## src/rtl/hazard_defines.svh

```systemverilog
`ifndef HAZARD_DEFINES_SVH
`define HAZARD_DEFINES_SVH

// Width of one instruction word
`define INSTR_W 16

// Pipeline stages a destination register stays in flight after issue,
// counting the stage that writes it back
`define PIPE_DEPTH 3

`endif

```

## src/rtl/hazardPkg.sv

```systemverilog
`include "hazard_defines.svh"

package hazardPkg;

  typedef logic [`INSTR_W-1:0] instrT;  // One instruction word
  typedef logic [2:0] regIdT;           // Register number R0..R7
  typedef logic [4:0] opcodeT;          // Major opcode, bits 15:11

  // Registers read and written by one instruction
  typedef struct packed {
    regIdT rs;
    logic  rsValid;
    regIdT rt;
    logic  rtValid;
    regIdT rd;
    logic  rdValid;
  } regUseT;

  localparam regIdT LINK_REG = 3'd7;  // Return address register
  localparam regUseT NO_USE = '0;     // Touches no register

  function automatic opcodeT opcodeOf(instrT instr);
    return instr[`INSTR_W-1 -: 5];
  endfunction

  function automatic regIdT regHi(instrT instr);
    return instr[10:8];
  endfunction

  function automatic regIdT regMid(instrT instr);
    return instr[7:5];
  endfunction

  function automatic regIdT regLo(instrT instr);
    return instr[4:2];
  endfunction

endpackage

```

## src/rtl/inflightScoreboard.sv

```systemverilog
`timescale 1ns/10ps
`include "hazard_defines.svh"

module inflightScoreboard
  import hazardPkg::*;
#(
  parameter int DEPTH = `PIPE_DEPTH
)
(
  input  logic   clk,
  input  logic   rst,
  input  logic   push,
  input  regUseT pushUse,
  input  regUseT queryUse,
  output logic   hazard
);

  // The last stage writes the register file ahead of the read in the
  // same cycle, so only the DEPTH-1 younger stages can block a reader.
  localparam int SLOTS = DEPTH - 1;

  if (DEPTH < 2)
  begin : gDepthCheck
    $error("inflightScoreboard needs DEPTH of at least 2");
  end

  regIdT            slotRd [SLOTS];  // Slot 0 is the youngest
  logic [SLOTS-1:0] slotValid;
  logic [SLOTS-1:0] rsHit;
  logic [SLOTS-1:0] rtHit;

  // Valid bits, a bubble enters whenever nothing is pushed
  always_ff @(posedge clk)
  begin
    if (rst)
    begin
      slotValid <= '0;
    end
    else
    begin
      slotValid[0] <= push && pushUse.rdValid;
      for (int i = 1; i < SLOTS; i++)
      begin
        slotValid[i] <= slotValid[i-1];
      end
    end
  end

  // Destination numbers shift along with the valid bits
  always_ff @(posedge clk)
  begin
    slotRd[0] <= pushUse.rd;
    for (int i = 1; i < SLOTS; i++)
    begin
      slotRd[i] <= slotRd[i-1];
    end
  end

  // Compare both sources against every live slot
  always_comb
  begin
    for (int i = 0; i < SLOTS; i++)
    begin
      rsHit[i] = slotValid[i] && queryUse.rsValid && (slotRd[i] == queryUse.rs);
      rtHit[i] = slotValid[i] && queryUse.rtValid && (slotRd[i] == queryUse.rt);
    end
  end

  assign hazard = (|rsHit) || (|rtHit);

endmodule

```

## src/rtl/issueStage.sv

```systemverilog
`timescale 1ns/10ps
`include "hazard_defines.svh"

module issueStage
  import hazardPkg::*;
(
  input  logic   clk,
  input  logic   rst,

  // Instruction stream in
  input  logic   inValid,
  input  instrT  inInstr,
  output logic   inReady,

  // Issue slot, the pipeline never stalls behind it
  output logic   issueValid,
  output instrT  issueInstr,
  output regUseT issueUse
);

  regUseT decUse;  // Registers of the presented instruction
  logic   hazard;
  logic   push;    // Accept this edge

  regIdDecode decode_i (
    .instr  (inInstr),
    .regUse (decUse)
  );

  // The presented instruction is checked and, once accepted, recorded
  inflightScoreboard #(
    .DEPTH (`PIPE_DEPTH)
  ) board_i (
    .clk      (clk),
    .rst      (rst),
    .push     (push),
    .pushUse  (decUse),
    .queryUse (decUse),
    .hazard   (hazard)
  );

  // Ready depends only on the presented instruction, never on inValid
  assign inReady = !hazard;
  assign push    = inValid && inReady;

  always_ff @(posedge clk)
  begin
    if (rst)
    begin
      issueValid <= 1'b0;
    end
    else
    begin
      issueValid <= push;  // One cycle per accept
    end
  end

  always_ff @(posedge clk)
  begin
    if (push)
    begin
      issueInstr <= inInstr;
      issueUse   <= decUse;
    end
  end

endmodule

```

## src/rtl/regIdDecode.sv

```systemverilog
`timescale 1ns/10ps
`include "hazard_defines.svh"

module regIdDecode
  import hazardPkg::*;
(
  input  instrT  instr,
  output regUseT regUse
);

  opcodeT op;
  regIdT  hi;
  regIdT  mid;
  regIdT  lo;

  assign op  = opcodeOf(instr);
  assign hi  = regHi(instr);   // Bits 10:8
  assign mid = regMid(instr);  // Bits 7:5
  assign lo  = regLo(instr);   // Bits 4:2

  // Register use per instruction class. Opcodes not named below
  // fall through with no registers.
  always_comb
  begin
    regUse = NO_USE;
    casez (op)
      5'b000??, 5'b00100:  // HALT, NOP, SIIC, RTI, J
      begin
        regUse = NO_USE;
      end

      5'b010??:  // ADDI, SUBI, XORI, ANDNI
      begin
        regUse.rs      = hi;
        regUse.rsValid = 1'b1;
        regUse.rd      = mid;
        regUse.rdValid = 1'b1;
      end

      5'b101??:  // ROLI, SLLI, RORI, SRLI
      begin
        regUse.rs      = hi;
        regUse.rsValid = 1'b1;
        regUse.rd      = mid;
        regUse.rdValid = 1'b1;
      end

      5'b1101?:  // ADD, SUB, XOR, ANDN and the rotates/shifts
      begin
        regUse.rs      = hi;
        regUse.rsValid = 1'b1;
        regUse.rt      = mid;
        regUse.rtValid = 1'b1;
        regUse.rd      = lo;
        regUse.rdValid = 1'b1;
      end

      5'b111??:  // SEQ, SLT, SLE, SCO
      begin
        regUse.rs      = hi;
        regUse.rsValid = 1'b1;
        regUse.rt      = mid;
        regUse.rtValid = 1'b1;
        regUse.rd      = lo;
        regUse.rdValid = 1'b1;
      end

      5'b11001:  // BTR
      begin
        regUse.rs      = hi;
        regUse.rsValid = 1'b1;
        regUse.rd      = lo;
        regUse.rdValid = 1'b1;
      end

      5'b011??:  // BEQZ, BNEZ, BLTZ, BGEZ
      begin
        regUse.rs      = hi;
        regUse.rsValid = 1'b1;
      end

      5'b00101:  // JR
      begin
        regUse.rs      = hi;
        regUse.rsValid = 1'b1;
      end

      5'b11000:  // LBI, immediate only
      begin
        regUse.rd      = hi;
        regUse.rdValid = 1'b1;
      end

      5'b10010:  // SLBI shifts the old value in
      begin
        regUse.rs      = hi;
        regUse.rsValid = 1'b1;
        regUse.rd      = hi;
        regUse.rdValid = 1'b1;
      end

      // ST reads Rt and LD writes it. Both are treated as doing both,
      // which costs a stall now and then but needs no split here.
      5'b1000?:
      begin
        regUse.rs      = hi;
        regUse.rsValid = 1'b1;
        regUse.rt      = mid;
        regUse.rtValid = 1'b1;
        regUse.rd      = mid;
        regUse.rdValid = 1'b1;
      end

      5'b10011:  // STU writes the updated base
      begin
        regUse.rs      = hi;
        regUse.rsValid = 1'b1;
        regUse.rt      = mid;
        regUse.rtValid = 1'b1;
        regUse.rd      = hi;
        regUse.rdValid = 1'b1;
      end

      5'b00110:  // JAL, link register both ways
      begin
        regUse.rt      = LINK_REG;
        regUse.rtValid = 1'b1;
        regUse.rd      = LINK_REG;
        regUse.rdValid = 1'b1;
      end

      5'b00111:  // JALR
      begin
        regUse.rs      = hi;
        regUse.rsValid = 1'b1;
        regUse.rt      = LINK_REG;
        regUse.rtValid = 1'b1;
        regUse.rd      = LINK_REG;
        regUse.rdValid = 1'b1;
      end

      default:
      begin
        regUse = NO_USE;
      end
    endcase
  end

endmodule

```

## config.mk

```make
export PLATFORM = sky130hd
export DESIGN_NAME = issueStage
export DESIGN_NICKNAME = d
export VERILOG_FILES = /design/src/rtl/hazardPkg.sv /design/src/rtl/inflightScoreboard.sv /design/src/rtl/issueStage.sv /design/src/rtl/regIdDecode.sv
export VERILOG_INCLUDE_DIRS = /design/src /design/src/rtl
export SDC_FILE = /design/constraint.sdc
export NUM_CORES = 1
export LEC_CHECK = 0
export ABC_CLOCK_PERIOD_IN_PS = 4340
export BUFFER_PORTS_ARGS = -buffer_cell sky130_fd_sc_hd__buf_2
export CORE_AREA = 2 2 58 71
export DETAILED_ROUTE_END_ITERATION = 12
export DIE_AREA = 0 0 60 73
export PLACE_DENSITY = 0.77
export SLEW_MARGIN = 0
export SYNTH_ARGS = -nofsm -noshare
export SYNTH_HDL_FRONTEND = slang
export SYNTH_SLANG_ARGS = --single-unit
```

## constraint.sdc

```tcl
create_clock -name clk -period 4.34 [get_ports clk]
set_input_delay 0.217 -clock clk [delete_from_list [all_inputs] [get_ports clk]]
set_output_delay 0.217 -clock clk [all_outputs]
set_load 0.01 [all_outputs]
```

Word-level counts from Yosys, hierarchy flattened
Memories as Yosys holds them, arrays and structs flattened.
Cells that the tools add are included.
{"block": "op_classes", "n_eq_ne": 17, "reduce_logical": 20, "mux": 3}
{"op": "$eq 5x5->1 const B", "n": 4}
{"op": "$pmux 4 s4", "n": 1}
{"op": "$eq 5x3->1 const B", "n": 3}
{"op": "$eq 3x3->1", "n": 4}
{"op": "$reduce_or 11->1", "n": 1}
{"op": "$logic_and 1x1->1", "n": 10}
{"op": "$reduce_or 3->1", "n": 3}
{"op": "$eq 4x4->1 const B", "n": 2}
{"op": "$pmux 4 s2", "n": 1}
{"op": "$eq 3x2->1 const B", "n": 2}
{"op": "$eq 3x3->1 const B", "n": 2}
{"op": "$reduce_or 2->1", "n": 3}
{"op": "$mux 4", "n": 1}
{"op": "$reduce_or 4->1", "n": 1}
{"op": "$logic_not 1->1", "n": 1}
{"op": "$logic_or 1x1->1", "n": 1}
{"block": "totals", "wordCells": 50, "input_bits": 19, "memories": 1, "output_inout_bits": 30, "ramBits": 6, "reg_bits": 31}
{"memory": "board_i.slotRd", "depth": 2, "word_bits": 3, "read_ports": 2, "rd_clocked_by_memory_dff": 0, "wr": 2, "line": "inflightScoreboard.sv:27", "rtl": "regIdT slotRd [SLOTS];"}

Longest topological paths before layout
{"block": "logic_depth", "ltp_word": 10, "depth_mapped": 8, "ltp_nobuf": 5}

Modules after synthesis
A second synthesis with hierarchy kept.
{"block": "hier_totals", "cells_unflattened": 116, "hier_area_um2": 1615.3}
{"mod": "issueStage", "n_inst": 1, "seq_area_each_um2": 860.8, "cells_each": 32, "area_per_inst_um2": 883.3}
{"mod": "regIdDecode", "n_inst": 1, "seq_area_each_um2": 0.0, "cells_each": 52, "area_per_inst_um2": 405.4}
{"mod": "inflightScoreboard", "n_inst": 1, "seq_area_each_um2": 160.2, "cells_each": 32, "area_per_inst_um2": 326.6}

Worst setup path before layout
No wires, ideal clock.
{"block": "synth_path", "path_kind": "input-to-reg", "from": "input port inInstr[14]", "to": "register issueInstr[0] (enable)", "setup_time_ns": 0.454, "path_buffers": 1, "cell_stages": 6, "setup_slack_ns": 0.388, "required_ns": 3.886, "arrival_time_ns": 3.498, "path_cell_list": "buf_4 -> nor2b_4 -> or4_4 -> a211oi_4 -> a2111oi_4 -> nor3b_1"}
{"block": "synth_between", "elab_chain_len": 9, "word_cells_on_any_way": 34, "classes_between": "16 x eq/ne; 2 x mux; 16 x reduce/logical"}
{"item": "from (decl)", "line": "issueStage.sv:12", "rtl": "input instrT inInstr,"}
{"item": "$eq 5x5->1, or another cell as far along", "line": "regIdDecode.sv:26", "rtl": "casez (op)"}
{"item": "$reduce_or 4->1 (no source line), or another cell as far along"}
{"item": "$pmux 4 s2 / $mux 4 (equally long branches)", "line": "regIdDecode.sv:26"}
{"item": "$eq 3x3->1, or another cell as far along", "line": "inflightScoreboard.sv:65", "rtl": "rtHit[i] = slotValid[i] && queryUse.rtValid && (slotRd[i] == queryUse.rt);"}
{"item": "$logic_and 1x1->1 (on tied branches)", "line": "inflightScoreboard.sv:65, inflightScoreboard.sv:64"}
{"item": "$reduce_or 2->1", "line": "inflightScoreboard.sv:69", "rtl": "assign hazard = (|rsHit) || (|rtHit);"}
{"item": "$logic_or 1x1->1 *", "line": "inflightScoreboard.sv:69"}
{"item": "$logic_not 1->1 *", "line": "issueStage.sv:43", "rtl": "assign inReady = !hazard;"}
{"item": "$logic_and 1x1->1 *", "line": "issueStage.sv:44", "rtl": "assign push = inValid && inReady;"}
{"item": "net board_i.push", "line": "inflightScoreboard.sv:12", "rtl": "input logic push,"}
{"item": "to (signal assigned)", "line": "issueStage.sv:62", "rtl": "issueInstr <= inInstr;"}
{"item": "to (decl)", "line": "issueStage.sv:17", "rtl": "output instrT issueInstr,"}
Mark *: on every way through the listed nets, which the timed path passes. The rest lies on a longest branch.
A chain may end at the register's enable or synchronous reset.

Worst setup path in the final report
{"block": "layout_path", "from": "input port inInstr[15]", "to": "output port inReady"}
{"block": "layout_between", "elab_chain_len": 8, "word_cells_on_any_way": 33, "classes_between": "16 x eq/ne; 2 x mux; 15 x reduce/logical"}
{"item": "$eq 5x5->1, or another cell as far along", "line": "regIdDecode.sv:26"}
{"item": "$reduce_or 4->1 (no source line), or another cell as far along"}
{"item": "$pmux 4 s2 / $mux 4 (equally long branches)", "line": "regIdDecode.sv:26"}
{"item": "$eq 3x3->1, or another cell as far along", "line": "inflightScoreboard.sv:65"}
{"item": "$logic_and 1x1->1 (on tied branches)", "line": "inflightScoreboard.sv:65, inflightScoreboard.sv:64"}
{"item": "$reduce_or 2->1", "line": "inflightScoreboard.sv:69"}
{"item": "$logic_or 1x1->1 *", "line": "inflightScoreboard.sv:69"}
{"item": "$logic_not 1->1 *", "line": "issueStage.sv:43"}
{"item": "to (decl)", "line": "issueStage.sv:13", "rtl": "output logic inReady,"}
Every way passes the cells marked *; elsewhere a longest branch is shown, timed or not.

==> key figures <==
Synth
  – Share of async-settable or async-resettable flops after synthesis: 0
  – Commonest register cell after synthesis: sky130_fd_sc_hd__edfxtp_1
  – Synth unique cells: 47
  – Most numerous cell in the Yosys netlist: sky130_fd_sc_hd__edfxtp_1
  – Share of the synthesized area in the top cell type: 0.450
  – Number of warnings issued by yosys: 0
  – Number of instances in the synthesized netlist: 147
  – Sequential cell area fraction in the yosys report: 0.546
  – Post-synthesis instance area: 1870 um2
  – Cell type with the highest aggregate area in the netlist: sky130_fd_sc_hd__edfxtp_1
  – Total nets after synthesis: 166
  – Number of enable-type register cells in the synthesized netlist: 28
  – Area contributors post-synth: sky130_fd_sc_hd__edfxtp_1 (45%), sky130_fd_sc_hd__dfxtp_1 (9.6%), sky130_fd_sc_hd__xnor2_1 (2.8%)
  – Most used standard cells in the synthesized netlist: sky130_fd_sc_hd__edfxtp_1 (28), sky130_fd_sc_hd__dfxtp_1 (9), sky130_fd_sc_hd__nand3_1 (8)
  – Mean instance size in the synthesized netlist: 12.7 um2
  – Yosys reg bits: 37

Worst setup path
  – Critical Path RT: 4120 ps
  – Buffers & Inverters on Critical Path: 2
  – Critical-path cell with the highest stage delay: sky130_fd_sc_hd__a2111oi_4
  – Nature of the critical path endpoint: output port
  – Gate family responsible for the most delay along the worst path: simple AND/OR/NAND/NOR gates
  – Data arrival time of the critical path: 2160 ps
  – Kind of launch point of the worst setup path: primary input
  – Max stage delay on crit path: 470 ps
  – Peak fanout along the critical path: 28
  – Ordered cell list for the critical path: buf_2 -> nand4bb_1 -> nand2_1 -> or3_4 -> a2111oi_4 -> nor2_1 -> buf_2
  – Worst setup path category: primary input to output port
  – Cell occurring most often along the worst timing path: sky130_fd_sc_hd__buf_2

Hold path
  – Worst hold path class: primary input to flop

Drt
  – Remaining number of nets flagged by the antenna check after routing: 0
  – DR WL/cell: ~16 um
  – Drt first-iter violations: 76
  – Total wirelength of the detailed-routed design: approximately 4100 um
  – Number of detailed-routing iterations run before antenna repair: 4
  – DRC violation count after routing: 0
  – Detailed-route via count: 1443
  – Detailed-route vias per instance: between 5 and 6

Timing
  – Slew headroom: 0.608
  – RSZ-0062 raised after global routing: no
  – Final Max Tran Viols: 0
  – Slew at the pin with the worst max-slew slack: roughly 580 ps
  – Final Hold Violating Endpoints: 0
  – Setup violation total in the final timing report: 0
  – Minimum clock period after layout: roughly 2400 ps
  – Clock skew: 3.24 ps
  – Final critical-path share of the clock period: 0.548
  – Max frequency: roughly 420 MHz
  – Setup_tns: 0 ps

CTS
  – Clock-pin transition on the worst setup and hold timing paths: around 70 ps
  – Setup Fix Bufs, Post-CTS: 0
  – Max Root-Sink Buffers: 2
  – Total CTS buffers: 5
  – CTS tree: done
  – Cells resized by post-CTS repair: 0
  – H-Tree Level Count: 2
  – Root cell of the clock tree: sky130_fd_sc_hd__clkbuf_8
  – Cts-stage hold buffer count: 0
  – Sinks on Clock Net: 37
  – Insertion delay to the later sink of the worst-skew pair: approximately 290 ps

Floorplanning
  – Y dimension of the die: roughly 73 um
  – Floorplan die area: 4380 um2
  – Core Footprint: roughly 3800 um2
  – I/O pin count: between 40 and 50
  – Cell row count: 25
  – Initial Util: 0.494
  – Horiz. Die Dim: 60 um

Global routing
  – Global-route wire length before repair: between 6000 and 7000 um
  – Total gr overflow: 0
  – Initial antenna violation count: 0
  – Total Routing Usage GR: 0.202
  – Maximum number of pins on one net before global-route repair: 29
  – Via count of the first global-routing pass: 1359

Outcome
  – Run status: finished, final reports clean

Power
  – Total power consumption of the routed design: 0.795 mW
  – Leak pwr: 0.824 nW
  – Maximum resistive drop on vdd: 205 uV
  – Pwr/cell area: approximately 360 nW/um2

Cells and area
  – Count of nets after finishing: 213
  – Area added between synthesis and finish: 18.7%
  – Number of fill cells: 320
  – Antenna fix cells: 0
  – Share of layout cells above drive strength 1: 0.369

Placed design
  – PortBufs: 48
  – Post-DP HPWL: approximately 3000 um
  – Routability congestion estimate: between 0.8 and 0.9

Job
  – Number of max-cap violations: 0
## cells by family after synthesis
logic type	synth area share
simple gates	0.250
flops	0.546
compound gates	0.144
buf+inv	0.0315
xor+xnor	0.0281
## flip-flops by register name (all words and copies together) (netlist names)
| register | cells |
|---|---|
| issueInstr | 16 |
| issueUse | 12 |
| board_i.slotRd | 6 |
| board_i.slotValid | 2 |
| issueValid | 1 |
## report_power, final
part / internal, mW / switching [mW] / total (mW)
Clock: 0.113 / 0.118 / 0.231
Combinational: 0.0587 / 0.0778 / 0.136
Sequential: 0.414 / 0.0145 / 0.428
Total: 0.585 / 0.210 / 0.795
## worst reg2reg max path, stage by stage, from the launching register on
cell and delay (ps):
sky130_fd_sc_hd__dfxtp_1 420, sky130_fd_sc_hd__nand3_1 100, sky130_fd_sc_hd__nor4_1 470, sky130_fd_sc_hd__a211oi_4 100, sky130_fd_sc_hd__a2111oi_4 460, sky130_fd_sc_hd__nor3b_2 90
sky130_fd_sc_hd__buf_4 260
## stage by stage
step / worst slack, ps / instances / util / hold WS (ps) / instance area [um2]
after floorplan: 388 / 147 / - / 288 / 1870
after global placement: 1730 / 241 / 0.563 / 399 / 2130
after detailed placement: 1680 / 241 / 0.563 / 402 / 2130
after CTS: 1950 / 249 / 0.586 / 100 / 2220
after global routing: 1790 / 249 / 0.586 / 88.7 / 2220
final: 1960 / 249 / 0.586 / 101 / 2220
## area by class of cell
cell class              count  area [um2]  area share
clock buffers               6        72.6      0.0327
clock inverters             2        15.0     0.00677
multi-input cells         101         795       0.358
flip-flops and latches     37        1020       0.460
well taps                  54        67.6      0.0305
repair buffers             49         248       0.112
## cells in the final DEF, fill, tap and decap left out, types with 2 or more instances in the layout
cell type	count
sky130_fd_sc_hd__nand2b_1	2
sky130_fd_sc_hd__o21ai_0	2
sky130_fd_sc_hd__a21boi_0	4
sky130_fd_sc_hd__o41ai_1	3
sky130_fd_sc_hd__dfxtp_1	9
sky130_fd_sc_hd__clkbuf_8	5
sky130_fd_sc_hd__a211oi_2	3
sky130_fd_sc_hd__nand4_1	4
sky130_fd_sc_hd__o21ai_1	2
sky130_fd_sc_hd__or4_4	2
sky130_fd_sc_hd__edfxtp_1	28
sky130_fd_sc_hd__and2_1	5
sky130_fd_sc_hd__nand2_1	3
sky130_fd_sc_hd__nand3_1	8
sky130_fd_sc_hd__nor3_1	5
sky130_fd_sc_hd__buf_2	48
sky130_fd_sc_hd__nor3b_2	2
sky130_fd_sc_hd__a222oi_1	3
sky130_fd_sc_hd__and4_1	5
sky130_fd_sc_hd__nor3b_1	3
sky130_fd_sc_hd__nor2_1	4
sky130_fd_sc_hd__nor4_1	5
sky130_fd_sc_hd__o21a_1	2
sky130_fd_sc_hd__xnor2_1	6
sky130_fd_sc_hd__nor2b_1	7
sky130_fd_sc_hd__clkinvlp_4	2
## routing by layer
metal / wire (um) / part of all wire / track usage
met1: 1620 / 0.39 / 0.245
met2: 2090 / 0.51 / 0.321
met3: 288 / 0.070 / 0.0621
met4: 108 / 0.026 / 0.0988
met5: 0 / 0 / 0
## final timing paths
kind / slack, ps / endpoint / start / cells past startpoint
setup / recovery: 1960 / inReady / inInstr[15] / 7
hold / removal: 100 / issueInstr[1] / inInstr[1] / 1
setup reg to reg: 2150 / issueInstr[15] / board_i.slotRd[0][3] / 6
hold reg to reg: 430 / board_i.slotRd[0][5] / board_i.slotRd[0][2] / 0
(Power assumes the default switching activity.)
